<file path="config.mk">
export PLATFORM = sky130hd
export DESIGN_NAME = main_ctrl_regs
export DESIGN_NICKNAME = d
export VERILOG_FILES = /design/src/logic/main_pkg.sv /design/src/logic/main_ctrl_regs.sv
export SDC_FILE = /design/constraint.sdc
export NUM_CORES = 1
export LEC_CHECK = 0
export BUFFER_PORTS_ARGS = -buffer_cell sky130_fd_sc_hd__buf_2
export CAP_MARGIN = 10
export CORE_UTILIZATION = 45
export CTS_CLUSTER_SIZE = 28
export DETAILED_ROUTE_END_ITERATION = 10
export PLACE_DENSITY = 0.73
export SYNTH_ARGS = -nofsm -noshare
export SYNTH_HDL_FRONTEND = slang
export SYNTH_SLANG_ARGS = --single-unit
</file>
<file path="constraint.sdc">
create_clock -name clk -period 0.83 [get_ports clk]
set_input_delay 0.166 -clock clk [delete_from_list [all_inputs] [get_ports clk]]
set_output_delay 0.166 -clock clk [all_outputs]
set_load 0.02 [all_outputs]
</file>
<file path="src/logic/main_pkg.sv">
// Main board shared definitions
// Decoded bus regions, register write targets and board constants
// used across the main CPU board logic

`default_nettype none

package main_pkg;

    // Read/write region seen by the CPU bus
    typedef enum logic [2:0] {
        REG_NONE,
        REG_ROM,
        REG_RAM,
        REG_IN,   // Cabinet input port
        REG_CHAR  // Character RAM
    } main_region_e;

    // Write-only register targets in the C800 and D800 blocks
    typedef enum logic [2:0] {
        W_NONE,
        W_SND,    // Sound latch
        W_BANK,   // ROM bank, flip, sound reset
        W_OK,
        W_SCRH0,  // Horizontal scroll low
        W_SCRH1,  // Horizontal scroll high
        W_SCRV,
        W_GFX     // Layer enables and object bank
    } main_wreg_e;

    localparam int ROM_AW = 17;  // 32 KB fixed plus four 16 KB banks

    // V[7:5] value for the mid-frame interrupt point
    localparam logic [2:0] IRQ_LINE = 3'd3;

endpackage

`default_nettype wire

</file>
<file path="src/logic/main_ctrl_regs.sv">
// Main CPU control registers
// Sound latch, ROM bank and flip, vertical scroll and graphics
// layer enables, written through the decoded register target.
// The OK strobe is passed on without storage.

`timescale 1ns/1ns
`default_nettype none

module main_ctrl_regs
    import main_pkg::*;
(
    input  logic        clk,
    input  logic        rst,
    input  logic        cen,
    input  main_wreg_e  wreg,
    input  logic [7:0]  cpu_dout,
    output logic        flip,
    output logic        sres_b,
    output logic [7:0]  snd_latch,
    output logic [7:0]  scrposv,
    output logic        chon,
    output logic        scron,
    output logic        objon,
    output logic [2:0]  obj_bank,
    output logic [1:0]  bank,
    output logic        okout
);

    always_ff @(posedge clk, posedge rst) begin
        if (rst) begin
            flip      <= 1'b0;
            sres_b    <= 1'b1;   // Sound CPU running
            snd_latch <= 8'd0;
            scrposv   <= 8'd0;
            chon      <= 1'b0;
            scron     <= 1'b0;
            objon     <= 1'b0;
            obj_bank  <= 3'd0;
            bank      <= 2'd0;
        end else if (cen) begin
            case (wreg)
                W_SND:  snd_latch <= cpu_dout;
                W_BANK: begin
                    chon   <= cpu_dout[7];
                    flip   <= cpu_dout[6];
                    sres_b <= ~cpu_dout[5];    // Inverted on the board
                    bank   <= cpu_dout[3:2];
                    // Bits 1:0 drive coin counters, not modelled
                end
                W_SCRV: scrposv <= cpu_dout;
                W_GFX: begin
                    objon    <= cpu_dout[5];
                    scron    <= cpu_dout[4];
                    obj_bank <= cpu_dout[2:0];
                end
                default: ;
            endcase
        end
    end

    assign okout = (wreg == W_OK);

endmodule

`default_nettype wire

</file>
## After elaboration in Yosys (flattened, before gate mapping)

Index checks and enable logic that the tools add are counted.

| storage, ports and cells | value |
|---|---|
| flip-flop bits (word level) | 26 |
| word-level logic and storage cells | 19 |
| bits of input ports | 14 |

| cells by class | value |
|---|---|
| reductions and logical operators | 4 |
| equal/unequal tests | 5 |
| bitwise gates (word level) | 1 |

Operators with widths:

| cell | number |
|---|---|
| AND reduction 2 bit | 4 |
| equality test 3 x 2 -> 1 bit (second input constant) | 2 |
| equality test 3 bit (second input constant) | 2 |
| equality test 3 x 1 -> 1 bit (second input constant) | 1 |
| NOT 1 bit | 1 |

## Logic depth before layout (Yosys ltp)

Gate-level depths: netlist of run 1.

| depth | value |
|---|---|
| word-level depth | 2 |
| gate-level depth with buffers | 3 |
| depth with buffers taken out | 2 |

## Worst setup path after synthesis of run 1

OpenSTA, ideal clock, no wires.

| path | value |
|---|---|
| path type | input to register |
| from | in wreg[1] |
| to | reg snd_latch[0] |
| data arrival time | 0.925 ns |
| path slack | -0.219 ns |
| stages | 3 |
| cells stage by stage | nor4bb_1 -> buf_4 -> mux2_2 |

| on the way | value |
|---|---|
| word-level cells in the longest chain between the ends | 2 |

Ends and longest elaborated chain:

| element | line | source |
|---|---|---|
| start: declaration | main_ctrl_regs.sv:15 | `input main_wreg_e wreg,` |
| equality test 3 x 1 -> 1 bit | main_ctrl_regs.sv:41 | `case (wreg)` |
| AND reduction 2 bit (no line) | - |  |
| end signal: assignment | main_ctrl_regs.sv:42 | `W_SND: snd_latch <= cpu_dout;` |
| end: declaration | main_ctrl_regs.sv:19 | `output logic [7:0] snd_latch,` |

Every way passes these cells.
A chain may end at the register's enable or synchronous reset.

## Final worst setup path of run 1

| path | value |
|---|---|
| from | reg sres_b |
| to | out sres_b |

RTL lines:

| element | line | source |
|---|---|---|
| start: declaration | main_ctrl_regs.sv:18 | `output logic sres_b,` |
| start signal: assignment | main_ctrl_regs.sv:46 | `sres_b <= ~cpu_dout[5];` |

No word-level cell between the ends.

==> results.md, run 1 <==
* Status: finished, violations left
* Failing checks: negative setup slack
* Wirelength, routed at 2358 µm
* Placed inst area at around 0.0013 mm²
* Final Net Count at 133
* Die area at 0.002446 mm²
* Clock slew at reported path FFs at 0.13 ns
* Clock sink count at 26
* DIE WIDTH at around 50 µm
* Total CTS buffers at 3
* Syn Inst Count at between 60 and 70
* Final instance area at 0.001699 mm²
* Post-synth cell types at 11
* Detail Placement HPWL at 1472 µm
* Vias post-DR at between 700 and 800
* Synth warn at 0
* Clock tree root driver cell: clkbuf_4
* Initial drt markers at 2
* RSZ-0062 raised after global routing: yes
* Achievable Freq at 860.0 MHz
* Via-per-instance ratio at approximately 5.1
* Flops & latches, synth at 26
* IO Count at a little over 40
* Slowest cell on crit path: dfstp_2
* Initial antenna violation count at 0
* Startpoint class of the critical path: flop
* DRC Markers at 0
* Die H at about 49 µm
* Post-synthesis sequential area ratio at ~64%
* Vias in the first global route at 780
* Max-slew violations at 0
* # diodes at 0
* Buf/Inv on CP at 1
* Worst min path class: primary input to flop
* Syn Std Cell Area at just over 0.001 mm²
* Syn Nets at 75
* Largest net degree at the start of global routing at 27
* Endpoints failing hold at 0
* Setup CP Type: flop to output pin
* Global-route usage over all layers at 20.84%
* Req. time, crit path at ~0.66 ns
* Critical Path, Cell by Cell: buf_6
* Leakage power at about 0.84 nW
* Setup violations, final at 46
* Antenna-violating nets left at 0
* Syn_area_per_cell at between 15 and 20 µm²
* CTS tree: built
* Post-place setup slack at -0.4702 ns
* Avg WL per Cell at approximately 16 µm
* Maximum root-to-sink buffer count at 2
* Clock Skew at 0 ns
* Minimum clock period at around 1.2 ns
* Slowest stage delay, CP at about 0.57 ns
* Drt first pass iters at 3
* IR drop worst, VDD at approximately 1.7 mV
* Num rows at 16
* Port Buf Inserts at 40
* H-tree Lvls at 1
* Relative slew slack at about four fifths
* Worst-path fanout max at 2
* Power Density at ~2400 mW/mm²
* Total core area at roughly 0.0020 mm²
* Max Cap Viol at 0
* Critical Path Sink Type: output pin
* Worst-Skew Late Latency at ~0.31 ns
* GP Congestion at 0.6376
* Fin crit share at 140.1%
* Fraction of layout cells with a size suffix above 1 at between 70% and 80%
* Area Overhead vs Synth at 67.65%
* First-pass GRT wire length at approximately 3900 µm
* CP Data Arrival Time at 1.00 ns
* Crit path max-delay family: flip-flops
* Worst-margin pin slew at roughly 0.31 ns
* Grt ovf at 0
* Starting density of the core at around 50%
* Setup slack after layout at -0.3327 ns
worst reg2reg max path: stages, from the launching register on:
cell and delay, ns:
dfrtp_1 0.43, buf_4 0.14, mux2_4 0.25
flip-flops by register name, summed over array words and instances (netlist names):
register,cells
obj_bank,3
flip,1
sres_b,1
scron,1
snd_latch,8
chon,1
objon,1
bank,2
scrposv,8
routing by layer:
| metal | routed length, µm | GRT usage [%] | vias up |
|---|---|---|---|
| met2 | 1237 | 35.62 | 30 |
| met5 | 0 | 0 | - |
| met3 | 91 | 3.395 | 2 |
| met4 | 23 | 6.190 | 0 |
| li1 | - | - | 335 |
| met1 | 1006 | 27.25 | 367 |
cells by family (layout without fill, tap and decap cells):
group,Yosys count,after routing,share of synthesized area (%)
flops,26,26,64.32
buf+inv,4,61,1.975
simple gates,5,5,4.938
mux,26,26,28.77
area by class of cell:
| cell class | count | area (µm²) |
|---|---|---|
| Sequential cell | 26 | 651.9 |
| Timing Repair Buffer | 55 | 553.0 |
| Multi-Input combinational cell | 31 | 416.7 |
| Fill cell | 105 | 342.8 |
| Clock buffer | 4 | 36.28 |
| Tap cell | 27 | 33.78 |
| Inverter | 2 | 7.507 |
synth_stat cells:
cell type	n	share of area [%]
dfrtp_1	25	62
inv_1	2	0.74
dfstp_2	1	2.6
buf_2	1	0.49
buf_4	1	0.74
nand4_1	1	0.62
mux2i_1	1	0.99
nand4b_2	1	1.5
mux2_2	25	28
and3b_1	1	0.86
nor4bb_1	2	2.0
cell usage in the layout, fill, tap and decap left out, types with 2 or more instances in the layout:
master / n
buf_6: 32
dfrtp_1: 25
mux2_2: 13
mux2_4: 12
buf_2: 9
buf_4: 9
clkbuf_4: 3
inv_1: 2
buf_8: 2
buf_12: 2
power by group:
group	switching (mW)	total, mW	internal (mW)
Sequential	0.217	1.77	1.55
Combinational	0.652	1.62	0.970
Clock	0.361	0.629	0.268
final timing paths:
check | cells past startpoint | start | slack (ns) | to
worst max-delay path | 1 | sres_b$_DFFE_PP1P_ | -0.33 | sres_b
worst min register to register | 2 | sres_b$_DFFE_PP1P_ | 0.52 | sres_b$_DFFE_PP1P_
worst min-delay path | 2 | cpu_dout[5] | 0.04 | sres_b$_DFFE_PP1P_
worst max register to register | 2 | snd_latch[2]$_DFFE_PP0P_ | -0.09 | snd_latch[2]$_DFFE_PP0P_
min in group asynchronous | 4 | rst | 0.40 | scrposv[2]$_DFFE_PP0P_
max in group asynchronous | 4 | rst | 0.20 | sres_b$_DFFE_PP1P_
repair_timing:
action                     CTS  global route
gates resized for setup     78             3
setup buffers                1             7
hold endpoints to repair    25             0
hold buffers                 1             0
pin swaps                    2             2
setup endpoints to repair   44            38
stage by stage:
| step | hold WS, ns | setup TNS (ns) | cells | utilization (%) | power, mW |
|---|---|---|---|---|---|
| 2_1_floorplan | 0.2053 | -2.575 | 61 | - | 2.363 |
| 3_3_place_gp | 0.2000 | -8.838 | 132 | 64.40 | 2.755 |
| 3_5_place_dp | 0.2032 | -9.419 | 132 | 64.40 | 2.790 |
| 4_1_cts | 0.04263 | -5.724 | 138 | 80.02 | 3.925 |
| 5_1_grt | 0.03223 | -7.323 | 145 | 83.21 | 4.202 |
| 6_report | 0.04438 | -6.143 | 145 | 83.21 | 4.021 |
Power figures use the tool's default switching activity.
==> run 2, diff against run 1 <==
--- a/config.mk
+++ b/config.mk
@@ -7,10 +7,11 @@
 export LEC_CHECK = 0
 export BUFFER_PORTS_ARGS = -buffer_cell sky130_fd_sc_hd__buf_2
 export CAP_MARGIN = 10
-export CORE_UTILIZATION = 45
+export CORE_MARGIN = 1.5
+export CORE_UTILIZATION = 30
 export CTS_CLUSTER_SIZE = 28
 export DETAILED_ROUTE_END_ITERATION = 10
-export PLACE_DENSITY = 0.73
+export PLACE_DENSITY = 0.52
 export SYNTH_ARGS = -nofsm -noshare
 export SYNTH_HDL_FRONTEND = slang
 export SYNTH_SLANG_ARGS = --single-unit
==> run 2 against run 1 <==
  * The flow still finishes with violations (negative setup slack)
  * Sequential share of layout area decreased by 0.64 points
  * Critical path type unchanged
  * Wire length is 1.2% lower
  * Worst setup slack hardly changed
  * Hold slack worse by 0.0034 ns
  * Die area up 53%
  * Critical path depth stayed put
  * Cell area increased by 1.7%
  * Largest cell class unchanged
==> results.md, run 2 (synthesized netlist as in run 1, its figures left out) <==
* Power Density at 2467 mW/mm²
* Switching share of power at between 20% and 30%
* Hold Slack at about 0.041 ns
* Critical Path, Cell by Cell: buf_6
* Relative slew slack at 83.50%
* Int Pwr at between 3 and 4 mW
* Clock Skew at 0 ns
* Fin crit share at 140.1%
* Via-per-instance ratio at 4.448
* Drt first pass iters at 3
* Filler cells at about 280
* Post-place setup slack at -0.4664 ns
* IR drop worst, VDD at 2.400 mV
* Total CTS buffers at 3
* Worst min path class: primary input to flop
* Combinational share of power at 38.5%
* R2R depth at 2
* Total core area at 0.003128 mm²
* Port Buf Inserts at 40
* Achievable Freq at about 860 MHz
* Clock slew at reported path FFs at around 0.14 ns
* Startpoint class of the critical path: flop
* Minimum clock period at approximately 1.2 ns
* Crit path launch: sres_b$_DFFE_PP1P_
* Clock share of power at 20.3%
* Largest net degree at the start of global routing at 27
* Leakage power at between 0.8 and 0.9 nW
* Max-slew violations at 0
* RSZ-0062 raised after global routing: yes
* Max Cap Viol at 0
* Global-route usage over all layers at 13.76%
* Worst-path fanout max at 2
* Initial antenna violation count at 0
* DRC Markers at 0
* Vias in the first global route at 810
* Antenna-violating nets left at 0
* Setup violations, final at 40
* Setup slack after layout at -0.3328 ns
* Multi-input logic area at slightly above 400 µm²
* Post-Place Cells at 150
* Area Overhead vs Synth at 70.49%
* Critical Path Sink Type: output pin
* Reg-to-Reg End: snd_latch[2]$_DFFE_PP0P_
* Setup Total Neg Slack at -6.300 ns
* Highest-count cells in the layout ignoring fill and taps: buf_6 (34), dfrtp_1 (25), mux2_2 (13)
* # diodes at 0
* Die area at between 0.003 and 0.004 mm²
* DIE WIDTH at 61.12 µm
* First-pass GRT wire length at approximately 3700 µm
* Final Non-Filler Cells at around 160
* Worst-margin pin slew at about 0.24 ns
* Die H at slightly above 60 µm
* Crit path max-delay family: flip-flops
* Fraction of layout cells with a size suffix above 1 at between 70% and 80%
* Failing checks: negative setup slack
* Commonest non-fill, non-tap cell in the layout: buf_6
* R2r startpoint: snd_latch[2]$_DFFE_PP0P_
* Grt ovf at 0
* Clock tree root driver cell: clkbuf_4
* Hold Path Cell Cnt at 2
* Maximum root-to-sink buffer count at 2
* CTS tree: built
* Req. time, crit path at ~0.66 ns
* Detail Placement HPWL at between 1500 and 2000 µm
* Starting density of the core at approximately 32%
* Initial drt markers at 11
* Min-delay src: cpu_dout[5]
* GP Congestion at between 0.7 and 0.8
* Vias post-DR at roughly 730
* Status: finished, violations left
* R2r setup slk at -0.07 ns
* H-tree Lvls at 1
* Final Net Count at between 100 and 150
* CP Data Arrival Time at 1.00 ns
* Reg area at approximately 650 µm²
* Buf/Inv on CP at 1
* Slowest cell on crit path: dfstp_2
* NetSw at approximately 1.2 mW
* Hold Crit Endpoint: sres_b$_DFFE_PP1P_
* IO Count at 41
* Worst-Skew Late Latency at roughly 0.32 ns
* Clock sink count at 26
* Num rows at 20
* Largest regs: scrposv (8), snd_latch (8), obj_bank (3)
* Avg WL per Cell at roughly 14 µm
* Wirelength, routed at between 2000 and 2500 µm
* Register share of total power at 41.2%
* Slowest stage delay, CP at roughly 0.57 ns
* Setup CP Type: flop to output pin
* Endpoints failing hold at 0
==> run 2: cell count changes in the layout (fill, tap and decap cells not counted), sizes merged <==
cell and change:
buf +1, clkbuf -1, bufinv +1
==> run 2: cell type report <==
class,instances,area share [%]
Sequential cell,26,37.73
Clock inverter,1,1.738
Timing Repair Buffer,56,32.01
Tap cell,44,3.186
Multi-Input combinational cell,31,23.61
Inverter,2,0.4345
Clock buffer,3,1.303
==> run 2: how the worst max path moves through the flow <==
stage / endpoint / depth (start not counted) / slack (ns)
after floorplan: snd_latch[0]$_DFFE_PP0P_ / 3 / -0.22
after global placement: snd_latch[1]$_DFFE_PP0P_ / 4 / -0.43
after detailed placement: snd_latch[0]$_DFFE_PP0P_ / 4 / -0.47
after CTS: sres_b / 1 / -0.36
after global routing: sres_b / 1 / -0.40
final: sres_b / 1 / -0.33
==> run 2: power by group through the flow <==
stage                     Clock, mW  Combinational, mW  Sequential, mW
after floorplan                   0              0.303            2.06
after global placement            0               1.07            1.70
after detailed placement          0               1.09            1.71
after CTS                     0.899               1.57            1.76
after global routing          0.966               1.74            1.79
final                         0.867               1.64            1.76
==> run 2: layer usage <==
metal  up-vias  part of all wire [%]  routed length [µm]  GRT usage (%)
li1        339                     -                   -              -
met1       346                    43                 994          15.89
met2        36                    48                1125          24.01
met3         4                   7.6                 177          5.672
met4         0                   1.4                  32          2.795
met5         -                     0                   0              0
==> run 2: per-stage QoR <==
step	utilization [%]	power (mW)	instance area (µm²)
floorplan	-	2.363	1030
global placement	42.96	2.771	1344
detailed placement	42.96	2.796	1344
CTS	53.92	4.225	1687
global route	55.24	4.495	1728
finish	55.24	4.263	1728
==> run 2: repair_timing <==
| item | in CTS | in global routing |
|---|---|---|
| buffers inserted | 5 | 7 |
| hold buffers | 1 | 0 |
| setup endpoints to repair | 39 | 40 |
| pin swaps | 2 | 1 |
| gates resized for setup | 74 | 7 |
| hold endpoints to repair | 25 | 0 |
==> run 3, diff against run 2 <==
--- a/config.mk
+++ b/config.mk
@@ -5,13 +5,14 @@
 export SDC_FILE = /design/constraint.sdc
 export NUM_CORES = 1
 export LEC_CHECK = 0
+export ABC_AREA = 1
 export BUFFER_PORTS_ARGS = -buffer_cell sky130_fd_sc_hd__buf_2
 export CAP_MARGIN = 10
 export CORE_MARGIN = 1.5
 export CORE_UTILIZATION = 30
 export CTS_CLUSTER_SIZE = 28
 export DETAILED_ROUTE_END_ITERATION = 10
-export PLACE_DENSITY = 0.52
+export PLACE_DENSITY = 0.51
 export SYNTH_ARGS = -nofsm -noshare
 export SYNTH_HDL_FRONTEND = slang
 export SYNTH_SLANG_ARGS = --single-unit
==> run 3 against run 2 <==
  * The flow still finishes with violations (negative setup slack)
  * Power decreased by 5.2%
  * Synthesized cell count increased by 100%
  * First-iteration DRC count grew to 2.7 times the previous value
  * Clock-buffer cell count unchanged
  * Wire length increased by 23%
  * Highest routed layer unchanged
==> results.md, run 3 <==
* Status: finished, violations left
* Failing checks: negative setup slack
* Port Buf Inserts at 40
* Grt ovf at 0
* Syn Inst Count at between 100 and 150
* Worst-Skew Late Latency at about 0.33 ns
* Worst-path fanout max at 2
* Multi-input logic area at about 420 µm²
* Clock Skew at 0 ns
* Req. time, crit path at between 0.6 and 0.7 ns
* Via-per-instance ratio at about 4.4
* Vias in the first global route at just over 1,000
* Post-synth cell types at 12
* Filler cells at around 330
* DIE WIDTH at around 63 µm
* Slowest cell on crit path: dfstp_2
* Highest-count cells in the layout ignoring fill and taps: nand2_1 (67), buf_6 (28), dfrtp_1 (25)
* Clock slew at reported path FFs at between 0.1 and 0.15 ns
* Global-route usage over all layers at around 16%
* Post-synth ARST share at 100.0%
* Initial antenna violation count at 0
* Startpoint class of the critical path: flop
* Reg area at 651.9 µm²
* Syn_area_per_cell at around 8.7 µm²
* GP Congestion at 0.7978
* Area Overhead vs Synth at 60.55%
* Maximum root-to-sink buffer count at 2
* Fraction of layout cells with a size suffix above 1 at 41.88%
* Top cells by count, synth: nand2_1 (68), dfrtp_1 (25), nand3_1 (13)
* Clock tree root driver cell: clkbuf_4
* Final Net Count at about 210
* Relative slew slack at 82.03%
* Max-slew violations at 0
* Synth area leader: dfrtp_1
* Antenna-violating nets left at 0
* Num rows at 21
* Detail Placement HPWL at roughly 2000 µm
* IR drop worst, VDD at 0.9736 mV
* Setup CP Type: flop to output pin
* RSZ-0062 raised after global routing: yes
* Slowest stage delay, CP at 0.56 ns
* Worst-margin pin slew at 0.2689 ns
* Initial drt markers at 30
* Total core area at 0.003416 mm²
* Drt first pass iters at 4
* Clock sink count at 26
* Critical Path, Cell by Cell: buf_6
* Avg WL per Cell at 12.14 µm
* Ys flop type: dfrtp_1
* Minimum clock period at roughly 1.2 ns
* H-tree Lvls at 1
* EDFF count, synth at 0
* Syn Nets at between 100 and 150
* Top-count cell post-synth: nand2_1
* Commonest non-fill, non-tap cell in the layout: nand2_1
* Wirelength, routed at around 2900 µm
* Die H at ~63 µm
* CTS tree: built
* Endpoints failing hold at 0
* Die area at 0.004008 mm²
* Leakage power at approximately 0.98 nW
* Crit path max-delay family: flip-flops
* Critical Path Sink Type: output pin
* Yosys top cell area share at a little under three fifths
* Syn Std Cell Area at around 0.0011 mm²
* Starting density of the core at between 30% and 40%
* Largest regs: scrposv (8), snd_latch (8), obj_bank (3)
* # diodes at 0
* Vias post-DR at about 1,000
* Flops & latches, synth at 26
* Synth area leaders: dfrtp_1 (57%), nand2_1 (23%), nand3_1 (6.0%), nor2_4 (4.1%), dfstp_2 (2.4%)
* Fin crit share at 140.9%
* Worst min path class: primary input to flop
* Buf/Inv on CP at 1
* Achievable Freq at about 860 MHz
* Setup violations, final at 27
* Synth warn at 0
* Post-synthesis sequential area ratio at about three fifths
* Largest net degree at the start of global routing at 16
* Power Density at 2306 mW/mm²
* Max Cap Viol at 0
* Total CTS buffers at 3
* Core Util, Final at about half
* CP Data Arrival Time at 1.00 ns
* First-pass GRT wire length at 4740 µm
* Setup slack after layout at -0.3394 ns
* Post-place setup slack at -0.1362 ns
* DRC Markers at 0
* Hold Slack at roughly 0.075 ns
* IO Count at 41
run 3: cell types whose count changed in the layout (fill, tap and decap cells not counted), sizes merged, moves of 2 or more:
cell    previous run  this run
inv                2         7
nor2               0         6
buf               55        62
nor4bb             2         0
nand3              0        13
nand2              0        72
mux2              25         0
run 3: final timing paths:
check,startpoint,end,cells after the start,slack [ns]
max,sres_b$_DFFE_PP1P_,sres_b,1,-0.34
min in group asynchronous,rst,bank[0]$_DFFE_PP0P_,4,0.38
min reg2reg,sres_b$_DFFE_PP1P_,sres_b$_DFFE_PP1P_,2,0.48
max reg2reg,snd_latch[7]$_DFFE_PP0P_,snd_latch[7]$_DFFE_PP0P_,4,-0.01
max in group asynchronous,rst,sres_b$_DFFE_PP1P_,4,0.22
min,cpu_dout[0],scrposv[0]$_DFFE_PP0P_,3,0.07
run 3: cell type report:
class | count | share of cell area (%)
Multi-Input combinational cell | 91 | 23.71
Inverter | 7 | 1.500
Tap cell | 46 | 3.286
Sequential cell | 26 | 37.21
Clock buffer | 3 | 1.286
Timing Repair Buffer | 63 | 31.29
Clock inverter | 1 | 1.714
run 3: timing repair:
| action | in CTS | in global routing |
|---|---|---|
| gates resized for setup | 54 | 4 |
| cloned | 0 | 0 |
| hold endpoints to repair | 25 | 0 |
| hold buffers | 1 | 0 |
| setup endpoints to repair | 27 | 27 |
| buffers inserted | 11 | 6 |
run 3: cells by family after synthesis:
group / Yosys count / synth area share, %
buffers and inverters: 8 / 3.097
DFF: 26 / 59.75
and+or+nand+nor: 91 / 37.16
run 3: per-stage QoR:
step | setup TNS, ns | power (mW) | cell area [µm²] | std cells
6_report | -5.900 | 4.040 | 1752 | 237
5_1_grt | -7.216 | 4.265 | 1752 | 237
4_1_cts | -6.026 | 3.963 | 1692 | 231
3_5_place_dp | -2.550 | 2.602 | 1379 | 215
3_3_place_gp | -2.199 | 2.586 | 1379 | 215
2_1_floorplan | 0 | 2.217 | 1091 | 125
run 3: report_power, final:
group	switching, mW	internal [mW]
Sequential	0.172	1.51
Clock	0.399	0.489
Combinational	0.692	0.779
run 3: routing by layer:
metal	up-vias	global-route usage, %	part of all wire (%)
li1	514	-	-
met1	495	20.02	44
met2	35	25.80	49
met3	4	2.857	5.7
met4	0	6.522	1.2
met5	-	0	0
